### src/design/rv_exec_pkg.sv
`default_nettype none

package rv_exec_pkg;

    // ------------------------------------------------
    // Widths and constants
    // ------------------------------------------------
    localparam int unsigned XLEN       = 32;
    localparam int unsigned REG_ADDR_W = 5;
    localparam int unsigned SHAMT_W    = 5;

    localparam logic [XLEN-1:0] PC_INC = XLEN'(4);  // Link address step

    // ------------------------------------------------
    // Instruction encodings
    // ------------------------------------------------
    typedef enum logic [6:0] {
        OP     = 7'b0110011,
        OP_IMM = 7'b0010011,
        BRANCH = 7'b1100011,
        LUI    = 7'b0110111,
        AUIPC  = 7'b0010111,
        JAL    = 7'b1101111,
        JALR   = 7'b1100111,
        LOAD   = 7'b0000011,  // Recognised only to be rejected
        STORE  = 7'b0100011
    } opcode_e;

    // Arithmetic funct3
    localparam logic [2:0] ADD_SUB = 3'b000;
    localparam logic [2:0] SLL     = 3'b001;
    localparam logic [2:0] SLT     = 3'b010;
    localparam logic [2:0] SLTU    = 3'b011;
    localparam logic [2:0] XOR     = 3'b100;
    localparam logic [2:0] SRL_SRA = 3'b101;
    localparam logic [2:0] OR      = 3'b110;
    localparam logic [2:0] AND     = 3'b111;

    // Branch funct3
    localparam logic [2:0] BEQ  = 3'b000;
    localparam logic [2:0] BNE  = 3'b001;
    localparam logic [2:0] BLT  = 3'b100;
    localparam logic [2:0] BGE  = 3'b101;
    localparam logic [2:0] BLTU = 3'b110;
    localparam logic [2:0] BGEU = 3'b111;

    localparam logic [6:0] FN7_BASE = 7'b0000000;
    localparam logic [6:0] FN7_ALT  = 7'b0100000;  // SUB and SRA

    // ------------------------------------------------
    // Control encodings
    // ------------------------------------------------
    typedef enum logic [3:0] {
        ALU_ADD, ALU_SUB, ALU_SLL, ALU_SRL, ALU_SRA,
        ALU_SLT, ALU_SLTU, ALU_XOR, ALU_OR, ALU_AND
    } alu_op_e;

    typedef enum logic [2:0] {
        BR_EQ, BR_NE, BR_LT, BR_GE, BR_LTU, BR_GEU
    } br_cond_e;

    typedef enum logic [1:0] {OPA_RS1, OPA_PC, OPA_ZERO} op_a_sel_e;

    typedef enum logic [2:0] {
        OPB_RS2, OPB_IMM_I, OPB_IMM_B, OPB_IMM_U, OPB_IMM_J
    } op_b_sel_e;

    typedef enum logic [1:0] {RD_ALU, RD_LINK, RD_IMM_U} rd_src_e;

    // ------------------------------------------------
    // Stage structs
    // ------------------------------------------------
    typedef struct packed {
        logic [XLEN-1:0]       pc;
        opcode_e               opcode;
        logic [2:0]            funct3;
        logic [6:0]            funct7;
        logic [REG_ADDR_W-1:0] rd_addr;
        logic [XLEN-1:0]       imm_i;
        logic [XLEN-1:0]       imm_b;
        logic [XLEN-1:0]       imm_u;
        logic [XLEN-1:0]       imm_j;
        logic [XLEN-1:0]       rs1_data;
        logic [XLEN-1:0]       rs2_data;
    } exec_in_t;

    typedef struct packed {
        alu_op_e   alu_op;
        br_cond_e  br_cond;
        op_a_sel_e op_a_sel;
        op_b_sel_e op_b_sel;
        rd_src_e   rd_src;
        logic      rd_write;
        logic      is_branch;
        logic      is_jump;
        logic      is_jalr;   // Target bit 0 cleared
    } exec_ctrl_t;

    typedef struct packed {
        logic                  branch_en;
        logic [XLEN-1:0]       branch_addr;
        logic [REG_ADDR_W-1:0] rd_addr;
        logic                  rd_write_en;
        logic [XLEN-1:0]       rd_data;
    } exec_result_t;

endpackage

`default_nettype wire

### src/design/exec_decode.sv
`timescale 1ns/1ps
`default_nettype none

module exec_decode (
    input  rv_exec_pkg::opcode_e    opcode_i,  // Major opcode
    input  logic [2:0]              funct3_i,
    input  logic [6:0]              funct7_i,
    output rv_exec_pkg::exec_ctrl_t ctrl_o
);
    import rv_exec_pkg::*;

    logic fn7_base;
    logic fn7_alt;
    logic alt_allowed;  // Only ADD/SUB and SRL/SRA take the alternate
    logic imm_shift;

    // OP and OP_IMM share the funct3 mapping
    function automatic alu_op_e arith_op(input logic [2:0] funct3, input logic alt);
        alu_op_e op;
        case (funct3)
            ADD_SUB: op = alt ? ALU_SUB : ALU_ADD;
            SLL:     op = ALU_SLL;
            SLT:     op = ALU_SLT;
            SLTU:    op = ALU_SLTU;
            XOR:     op = ALU_XOR;
            SRL_SRA: op = alt ? ALU_SRA : ALU_SRL;
            OR:      op = ALU_OR;
            default: op = ALU_AND;
        endcase
        return op;
    endfunction

    assign fn7_base    = (funct7_i == FN7_BASE);
    assign fn7_alt     = (funct7_i == FN7_ALT);
    assign alt_allowed = (funct3_i == ADD_SUB) || (funct3_i == SRL_SRA);
    assign imm_shift   = (funct3_i == SLL) || (funct3_i == SRL_SRA);

    always_comb
    begin
        ctrl_o          = '0;        // Rejected encoding unless set below
        ctrl_o.op_a_sel = OPA_ZERO;
        case (opcode_i)
            OP:
            begin
                ctrl_o.op_a_sel = OPA_RS1;
                ctrl_o.op_b_sel = OPB_RS2;
                ctrl_o.alu_op   = arith_op(funct3_i, fn7_alt);
                ctrl_o.rd_write = fn7_base || (fn7_alt && alt_allowed);
            end
            OP_IMM:
            begin
                ctrl_o.op_a_sel = OPA_RS1;
                ctrl_o.op_b_sel = OPB_IMM_I;
                // funct7 is part of the immediate except for shifts
                ctrl_o.alu_op   = arith_op(funct3_i, imm_shift && fn7_alt);
                ctrl_o.rd_write = !imm_shift || fn7_base ||
                                  (fn7_alt && (funct3_i == SRL_SRA));
            end
            BRANCH:
            begin
                ctrl_o.op_a_sel  = OPA_PC;     // Target is pc + imm_b
                ctrl_o.op_b_sel  = OPB_IMM_B;
                ctrl_o.is_branch = 1'b1;
                case (funct3_i)
                    BEQ:     ctrl_o.br_cond = BR_EQ;
                    BNE:     ctrl_o.br_cond = BR_NE;
                    BLT:     ctrl_o.br_cond = BR_LT;
                    BGE:     ctrl_o.br_cond = BR_GE;
                    BLTU:    ctrl_o.br_cond = BR_LTU;
                    BGEU:    ctrl_o.br_cond = BR_GEU;
                    default: ctrl_o.is_branch = 1'b0;
                endcase
            end
            LUI:
            begin
                ctrl_o.op_b_sel = OPB_IMM_U;
                ctrl_o.rd_src   = RD_IMM_U;
                ctrl_o.rd_write = 1'b1;
            end
            AUIPC:
            begin
                ctrl_o.op_a_sel = OPA_PC;
                ctrl_o.op_b_sel = OPB_IMM_U;
                ctrl_o.rd_write = 1'b1;
            end
            JAL:
            begin
                ctrl_o.op_a_sel = OPA_PC;
                ctrl_o.op_b_sel = OPB_IMM_J;
                ctrl_o.rd_src   = RD_LINK;
                ctrl_o.rd_write = 1'b1;
                ctrl_o.is_jump  = 1'b1;
            end
            JALR:
            begin
                ctrl_o.op_a_sel = OPA_RS1;
                ctrl_o.op_b_sel = OPB_IMM_I;
                ctrl_o.rd_src   = RD_LINK;
                ctrl_o.rd_write = (funct3_i == 3'b000);
                ctrl_o.is_jump  = (funct3_i == 3'b000);
                ctrl_o.is_jalr  = 1'b1;
            end
            default: ;                         // LOAD, STORE and unknown
        endcase
    end

endmodule

`default_nettype wire

### src/design/exec_alu.sv
`timescale 1ns/1ps
`default_nettype none

module exec_alu (
    input  rv_exec_pkg::alu_op_e             alu_op_i,
    input  rv_exec_pkg::br_cond_e            br_cond_i,
    input  logic [rv_exec_pkg::XLEN-1:0]     op_a_i,
    input  logic [rv_exec_pkg::XLEN-1:0]     op_b_i,
    input  logic [rv_exec_pkg::XLEN-1:0]     cmp_a_i,   // Branch compare operands
    input  logic [rv_exec_pkg::XLEN-1:0]     cmp_b_i,
    output logic [rv_exec_pkg::XLEN-1:0]     result_o,
    output logic                             cond_o     // Branch condition holds
);
    import rv_exec_pkg::*;

    logic              sub_en;
    logic [XLEN-1:0]   add_b;
    logic [XLEN-1:0]   sum;
    logic [SHAMT_W-1:0] shamt;
    logic [XLEN-1:0]   sll_res;
    logic [XLEN-1:0]   srl_res;
    logic [XLEN-1:0]   sra_res;
    logic              lt_s;
    logic              lt_u;
    logic              cmp_eq;
    logic              cmp_lt;
    logic              cmp_ltu;

    // ------------------------------------------------
    // Adder and shifter
    // ------------------------------------------------
    assign sub_en = (alu_op_i == ALU_SUB);
    assign add_b  = sub_en ? ~op_b_i : op_b_i;
    assign sum    = op_a_i + add_b + XLEN'(sub_en);  // Two's complement subtract

    assign shamt   = op_b_i[SHAMT_W-1:0];
    assign sll_res = op_a_i << shamt;
    assign srl_res = op_a_i >> shamt;
    assign sra_res = $signed(op_a_i) >>> shamt;

    assign lt_s = $signed(op_a_i) < $signed(op_b_i);
    assign lt_u = op_a_i < op_b_i;

    always_comb
    begin
        case (alu_op_i)
            ALU_ADD,
            ALU_SUB:  result_o = sum;
            ALU_SLL:  result_o = sll_res;
            ALU_SRL:  result_o = srl_res;
            ALU_SRA:  result_o = sra_res;
            ALU_SLT:  result_o = XLEN'(lt_s);
            ALU_SLTU: result_o = XLEN'(lt_u);
            ALU_XOR:  result_o = op_a_i ^ op_b_i;
            ALU_OR:   result_o = op_a_i | op_b_i;
            ALU_AND:  result_o = op_a_i & op_b_i;
            default:  result_o = '0;
        endcase
    end

    // ------------------------------------------------
    // Branch comparator
    // ------------------------------------------------
    // Runs beside the adder so target and decision settle together
    assign cmp_eq  = (cmp_a_i == cmp_b_i);
    assign cmp_lt  = $signed(cmp_a_i) < $signed(cmp_b_i);
    assign cmp_ltu = cmp_a_i < cmp_b_i;

    always_comb
    begin
        case (br_cond_i)
            BR_EQ:   cond_o = cmp_eq;
            BR_NE:   cond_o = !cmp_eq;
            BR_LT:   cond_o = cmp_lt;
            BR_GE:   cond_o = !cmp_lt;
            BR_LTU:  cond_o = cmp_ltu;
            BR_GEU:  cond_o = !cmp_ltu;
            default: cond_o = 1'b0;
        endcase
    end

endmodule

`default_nettype wire

### src/design/exec_datapath.sv
`timescale 1ns/1ps
`default_nettype none

module exec_datapath (
    input  rv_exec_pkg::exec_in_t     instr_i,
    input  rv_exec_pkg::exec_ctrl_t   ctrl_i,
    output rv_exec_pkg::exec_result_t result_o  // Unregistered
);
    import rv_exec_pkg::*;

    logic [XLEN-1:0] op_a;
    logic [XLEN-1:0] op_b;
    logic [XLEN-1:0] alu_result;
    logic            cond;
    logic [XLEN-1:0] target;

    // ------------------------------------------------
    // Operand selection
    // ------------------------------------------------
    always_comb
    begin
        case (ctrl_i.op_a_sel)
            OPA_RS1: op_a = instr_i.rs1_data;
            OPA_PC:  op_a = instr_i.pc;
            default: op_a = '0;
        endcase
        case (ctrl_i.op_b_sel)
            OPB_IMM_I: op_b = instr_i.imm_i;
            OPB_IMM_B: op_b = instr_i.imm_b;
            OPB_IMM_U: op_b = instr_i.imm_u;
            OPB_IMM_J: op_b = instr_i.imm_j;
            default:   op_b = instr_i.rs2_data;
        endcase
    end

    exec_alu u_alu (
        .alu_op_i  (ctrl_i.alu_op),
        .br_cond_i (ctrl_i.br_cond),
        .op_a_i    (op_a),
        .op_b_i    (op_b),
        .cmp_a_i   (instr_i.rs1_data),
        .cmp_b_i   (instr_i.rs2_data),
        .result_o  (alu_result),
        .cond_o    (cond)
    );

    // ------------------------------------------------
    // Result and branch
    // ------------------------------------------------
    assign target = {alu_result[XLEN-1:1], alu_result[0] & !ctrl_i.is_jalr};

    always_comb
    begin
        result_o.branch_en   = ctrl_i.is_jump || (ctrl_i.is_branch && cond);
        result_o.branch_addr = result_o.branch_en ? target : '0;
        result_o.rd_addr     = instr_i.rd_addr;     // x0 passes through too
        result_o.rd_write_en = ctrl_i.rd_write;
        case (ctrl_i.rd_src)
            RD_LINK:  result_o.rd_data = instr_i.pc + PC_INC;
            RD_IMM_U: result_o.rd_data = instr_i.imm_u;
            default:  result_o.rd_data = alu_result;
        endcase
    end

endmodule

`default_nettype wire

### src/design/exec_stage_reg.sv
`timescale 1ns/1ps
`default_nettype none

module exec_stage_reg #(
    parameter int unsigned RESET_SETTLE_CYCLES = 2
) (
    input  logic                      clk_i,
    input  logic                      resetn_i,
    input  logic                      halt_i,    // Drops the write of this item
    input  rv_exec_pkg::exec_result_t result_i,
    output rv_exec_pkg::exec_result_t result_o
);
    import rv_exec_pkg::*;

    localparam int unsigned CNT_W =
        (RESET_SETTLE_CYCLES > 0) ? $clog2(RESET_SETTLE_CYCLES + 1) : 1;

    exec_result_t     result_q;
    logic [CNT_W-1:0] settle_cnt;
    logic             settle_done;

    assign settle_done = (settle_cnt == CNT_W'(RESET_SETTLE_CYCLES));

    always_ff @(posedge clk_i)
    begin
        if (!resetn_i)
        begin
            result_q   <= '0;
            settle_cnt <= '0;
        end
        else
        begin
            result_q <= result_i;                // Captures even under halt
            if (halt_i)
                result_q.rd_write_en <= 1'b0;
            if (!settle_done)
                settle_cnt <= settle_cnt + 1'b1;
        end
    end

    // Enables held off until the settle count is reached
    always_comb
    begin
        result_o             = result_q;
        result_o.rd_write_en = result_q.rd_write_en & settle_done;
        result_o.branch_en   = result_q.branch_en & settle_done;
    end

endmodule

`default_nettype wire

### src/design/instr_exec.sv
`timescale 1ns/1ps
`default_nettype none

module instr_exec #(
    parameter int unsigned RESET_SETTLE_CYCLES = 2
) (
    input  logic                      clk_i,
    input  logic                      resetn_i,
    input  logic                      halt_i,
    input  rv_exec_pkg::exec_in_t     instr_i,   // Decoded instruction
    output rv_exec_pkg::exec_result_t result_o   // One cycle after instr_i
);
    import rv_exec_pkg::*;

    exec_ctrl_t   ctrl;
    exec_result_t result_comb;

    exec_decode u_decode (
        .opcode_i (instr_i.opcode),
        .funct3_i (instr_i.funct3),
        .funct7_i (instr_i.funct7),
        .ctrl_o   (ctrl)
    );

    exec_datapath u_datapath (
        .instr_i  (instr_i),
        .ctrl_i   (ctrl),
        .result_o (result_comb)
    );

    exec_stage_reg #(
        .RESET_SETTLE_CYCLES (RESET_SETTLE_CYCLES)
    ) u_stage_reg (
        .clk_i    (clk_i),
        .resetn_i (resetn_i),
        .halt_i   (halt_i),
        .result_i (result_comb),
        .result_o (result_o)
    );

endmodule

`default_nettype wire

### config.mk
export PLATFORM = sky130hd
export DESIGN_NAME = instr_exec
export DESIGN_NICKNAME = d
export VERILOG_FILES = /design/src/design/rv_exec_pkg.sv /design/src/design/exec_decode.sv /design/src/design/exec_alu.sv /design/src/design/exec_datapath.sv /design/src/design/exec_stage_reg.sv /design/src/design/instr_exec.sv
export SDC_FILE = /design/constraint.sdc
export NUM_CORES = 1
export LEC_CHECK = 0
export BUFFER_PORTS_ARGS = -buffer_cell sky130_fd_sc_hd__buf_4
export CORE_ASPECT_RATIO = 1.5
export CORE_UTILIZATION = 25
export CTS_CLUSTER_SIZE = 25
export DETAILED_ROUTE_END_ITERATION = 16
export SYNTH_ARGS = -nofsm -noshare
export SYNTH_HDL_FRONTEND = slang
export SYNTH_SLANG_ARGS = --single-unit
### constraint.sdc
create_clock -name clk_i -period 11.4 [get_ports clk_i]
set_input_delay 1.14 -clock clk_i [delete_from_list [all_inputs] [get_ports clk_i]]
set_output_delay 1.14 -clock clk_i [all_outputs]
set_load 0.05 [all_outputs]
==> impl_metrics.py <==
metrics = {
    "outcome": {
        "outcome": "complete, no violations",
    },
    "clocking": {
        "cts_inserted_buffers": 9,
        "cts-root-buf": "clkbuf_16",
        "cts_tree": "yes",
        "cts_resized": 0,
        "clock_path_buffers": 2,
        "cts-htree-levels": 3,
        "path_clk_slew_ns": 0.06,
        "holdBufCountCts": 0,
        "insertion_delay_ns": 0.36,
        "cts_setup_buffers": 0,
        "clock-sinks": 73,
    },
    "floorplanning": {
        "dieWidth_microns": 202,
        "rows": 109,
        "start_util": 0.254,
        "fp.dieH_microns": 303,
        "die-area_sq_um": 61300,
        "core_area_sq_um": 59200,
        "ios": 320,
    },
    "route": {
        "drt-initial-drc-count": 2364,
        "dr_total_vias": 18900,
        "wl_per_cell_microns": 29.8,
        "via_per_inst": 6.05,
        "wirelength_microns": 92900,
        "firstDrtPassIters": 7,
        "ant_nets": 0,
        "post-route-drc-count": 0,
    },
    "placed_design": {
        "dp_hpwl_microns": 75300,
        "gp_congestion": 1.07,
        "portBuffers": 319,
    },
    "critical_path": {
        "required_ns": 11.64,
        "cp-end-kind": "register",
        "ff2ff_path_depth": 5,
        "crit_arrival_ns": 7.53,
        "worst_path_max_delay_cell": "nor2_1",
        "reg2reg_slack_ns": 10.37,
        "startpoint_type": "input pin",
        "path_common_cell": "a21oi_1",
        "timing.rr.end": "u_stage_reg.settle_cnt[1]",
        "path_max_fanout": 61,
        "worstReg2RegStart": "u_stage_reg.settle_cnt[0]",
        "worst-path-buf-inv": 3,
        "crit_chain": "buf_4 -> nor4b_2 -> o21ai_4 -> buf_4 -> nor2_1 -> nor2_8 -> inv_4 -> a21oi_1 -> fa_1 -> a211o_1 -> a2111oi_0 -> o21bai_1 -> a21oi_1 -> xnor2_1 -> o32ai_1 -> a221oi_1 -> o31a_1 -> a21boi_0 -> a21oi_1",
        "slowest_delay_ns": 0.90,
        "critical-path-top-delay-family": "compound AO/OA/AOI/OAI gates",
        "worstSetupPathType": "in2reg",
    },
    "sta": {
        "setup-violations-final": 0,
        "relSlewSlack": 0.172,
        "drv_slew": 0,
        "rsz0062_at_grt": "no",
        "min_period_ns": 7.29,
        "fin_hold_ws_ns": 0.567,
        "final.period_utilization": 0.640,
        "tightestPinTransition_ns": 1.23,
        "setup_tns_ns": 0,
        "clock_skew_ns": 0.0000617,
        "max_freq_ghz": 0.137,
        "hold_viol_final": 0,
    },
    "synth": {
        "synth-seq-area-share": 0.0970,
        "synth_fp_nets": 2600,
        "yosys.area.top_type": "ha_1",
        "yosys.area.top_type_share": 0.135,
        "synth_area_sq_um": 15100,
        "postSynth.asyncResetShare": 0,
        "synthFlopType": "dfxtp_1",
        "synth-edff-count": 0,
        "yosysUniqueCellTypes": 93,
        "yosysWarnings": 0,
        "syn_inst": 2188,
        "syn_area_per_cell_sq_um": 6.88,
        "ys_seq_elements": 73,
        "synth.area.top_cells": "ha_1 (13%), dfxtp_1 (9.7%), o21ai_0 (7.1%), a21oi_1 (6.1%), nand2_1 (5.3%)",
    },
    "min_path": {
        "hold_path.class": "reg2reg",
        "holdPathStages": 3,
        "min_from": "u_stage_reg.settle_cnt[1]",
        "holdPathEnd": "u_stage_reg.settle_cnt[1]",
    },
    "power": {
        "ir_drop_mv": 0.0558,
        "p_switching_uw": 562,
        "power_frac_comb": 0.525,
        "intPower_uw": 672,
        "power_density_nw_per_um2": 68.8,
        "power.total_mw": 1.23,
        "p_leak_nw": 7.84,
        "p_seq_frac": 0.225,
        "switching_share": 0.456,
        "clockPowerShare": 0.250,
    },
    "global_route": {
        "grtUsageTotal": 0.296,
        "grt_max_degree": 62,
        "grt_overflow": 0,
        "antenna_found_initial": 4,
        "grt_pass1_wl_microns": 131000,
        "grt_pass1_vias": 18100,
    },
    "cells_and_area": {
        "nNetsFinal": 2744,
        "drive_gt1_frac": 0.184,
        "synthToLayoutAreaGrowth_pct": 19.1,
    },
    "job": {
        "drv_cap": 0,
    },
}
[per-layer routing]
| layer | up-vias | global-route usage | wire length, microns |
|---|---|---|---|
| li1 | 8372 | - | - |
| met4 | 4 | 0.242 | 9000 |
| met2 | 1389 | 0.475 | 41100 |
| met1 | 8751 | 0.334 | 33900 |
| met5 | - | 0 | 24 |
| met3 | 346 | 0.0675 | 8900 |
[power by group through the flow]
| stage | Sequential [mW] | Clock, mW | Combinational, mW |
|---|---|---|---|
| floorplan | 0.280 | 0 | 0.379 |
| global placement | 0.284 | 0 | 0.624 |
| detailed placement | 0.284 | 0 | 0.622 |
| CTS | 0.279 | 0.317 | 0.625 |
| global route | 0.280 | 0.325 | 0.678 |
| finish | 0.278 | 0.308 | 0.648 |
[registers in the layout (all words and copies together) (netlist names)]
name                    flops
u_stage_reg.result_q        2
u_stage_reg.settle_cnt      2
u_stage_reg.result_o       69
[synthesized netlist by cell type, drive strengths merged (50+ instances only)]
cell and n:
buf 127, inv 121, mux2i 52, o21ai 226
clkbuf 108, ha 162, nand2 215, a211oi 66
nor2 137, o211ai 81, a21oi 186, nand3 65
xor2 50, dfxtp 73
[how the worst max path moves through the flow]
stage                             from                        to  slack [ns]  depth (start not counted)
final                     instr_i[212]  u_stage_reg.result_o[10]        4.11                         19
after global routing      instr_i[212]  u_stage_reg.result_o[18]        3.75                         19
after CTS                 instr_i[212]  u_stage_reg.result_o[10]        4.21                         19
after detailed placement  instr_i[212]  u_stage_reg.result_o[10]        3.84                         19
after global placement    instr_i[212]  u_stage_reg.result_o[10]        3.91                         20
after floorplan           instr_i[212]  u_stage_reg.result_o[18]        5.34                         22
[area by class of cell]
class / instances / area [sq um]
fillers: 6707 / 41200
flip-flops and latches: 73 / 1460
inverters: 123 / 467
well taps: 777 / 972
diodes: 3 / 7.51
clock buffers: 12 / 256
multi-input cells: 1757 / 12000
clock inverters: 4 / 51.3
repair buffers: 368 / 2760
[worst reg2reg max path, cell delays in order (launching register included)]
cell     delay [ns]
dfxtp_1        0.35
inv_1          0.05
ha_1           0.24
nand2_1        0.07
o21ai_0        0.06
and2_1         0.15
[layout by cell type (no fill, tap or decap), types with 6 or more instances in the layout]
cell         n
o32ai_1      7
mux2i_1     51
a21o_1      31
clkbuf_16    9
a22oi_1     14
nor4_1      18
a222oi_1    30
o22ai_1     11
a211oi_1    63
o221ai_1    13
o2111ai_1    8
a22o_1       9
nand4_1     39
nand2b_1     7
o21ai_0    213
ha_1       161
nand2_1    214
o211ai_1    79
a31oi_1     33
a221o_1     17
buf_4      367
xnor2_1     38
nor3_1      47
nor2_1     134
a21oi_1    185
o21bai_1    14
and3_1       8
nand3_1     64
and2_1      25
a32oi_1      7
or3_1       14
and4_1       6
o31ai_1     10
xor2_1      50
o21a_1      13
dfxtp_1     73
inv_1      118
a221oi_1    17
o21ai_1     10
[through the flow]
| step | area, sq um | worst slack (ns) | cells | utilization |
|---|---|---|---|---|
| after floorplan | 15100 | 5.34 | 2188 | - |
| after global placement | 17600 | 3.91 | 3096 | 0.298 |
| after detailed placement | 17600 | 3.84 | 3096 | 0.298 |
| after CTS | 17900 | 4.21 | 3112 | 0.303 |
| after global routing | 17900 | 3.75 | 3114 | 0.303 |
| final | 17900 | 4.11 | 3117 | 0.303 |
[cells by family (layout without fill, tap and decap cells)]
group | count (synthesis) | in the layout | share of synthesized area
compound gates | 838 | 838 | 0.369
simple gates | 610 | 610 | 0.192
buf+inv | 358 | 507 | 0.113
fa+ha+maj | 163 | 163 | 0.136
xor+xnor | 88 | 88 | 0.0512
flops | 73 | 73 | 0.0970
mux | 58 | 58 | 0.0414
other cells | 0 | 3 | 0
(Power assumes the default switching activity.)
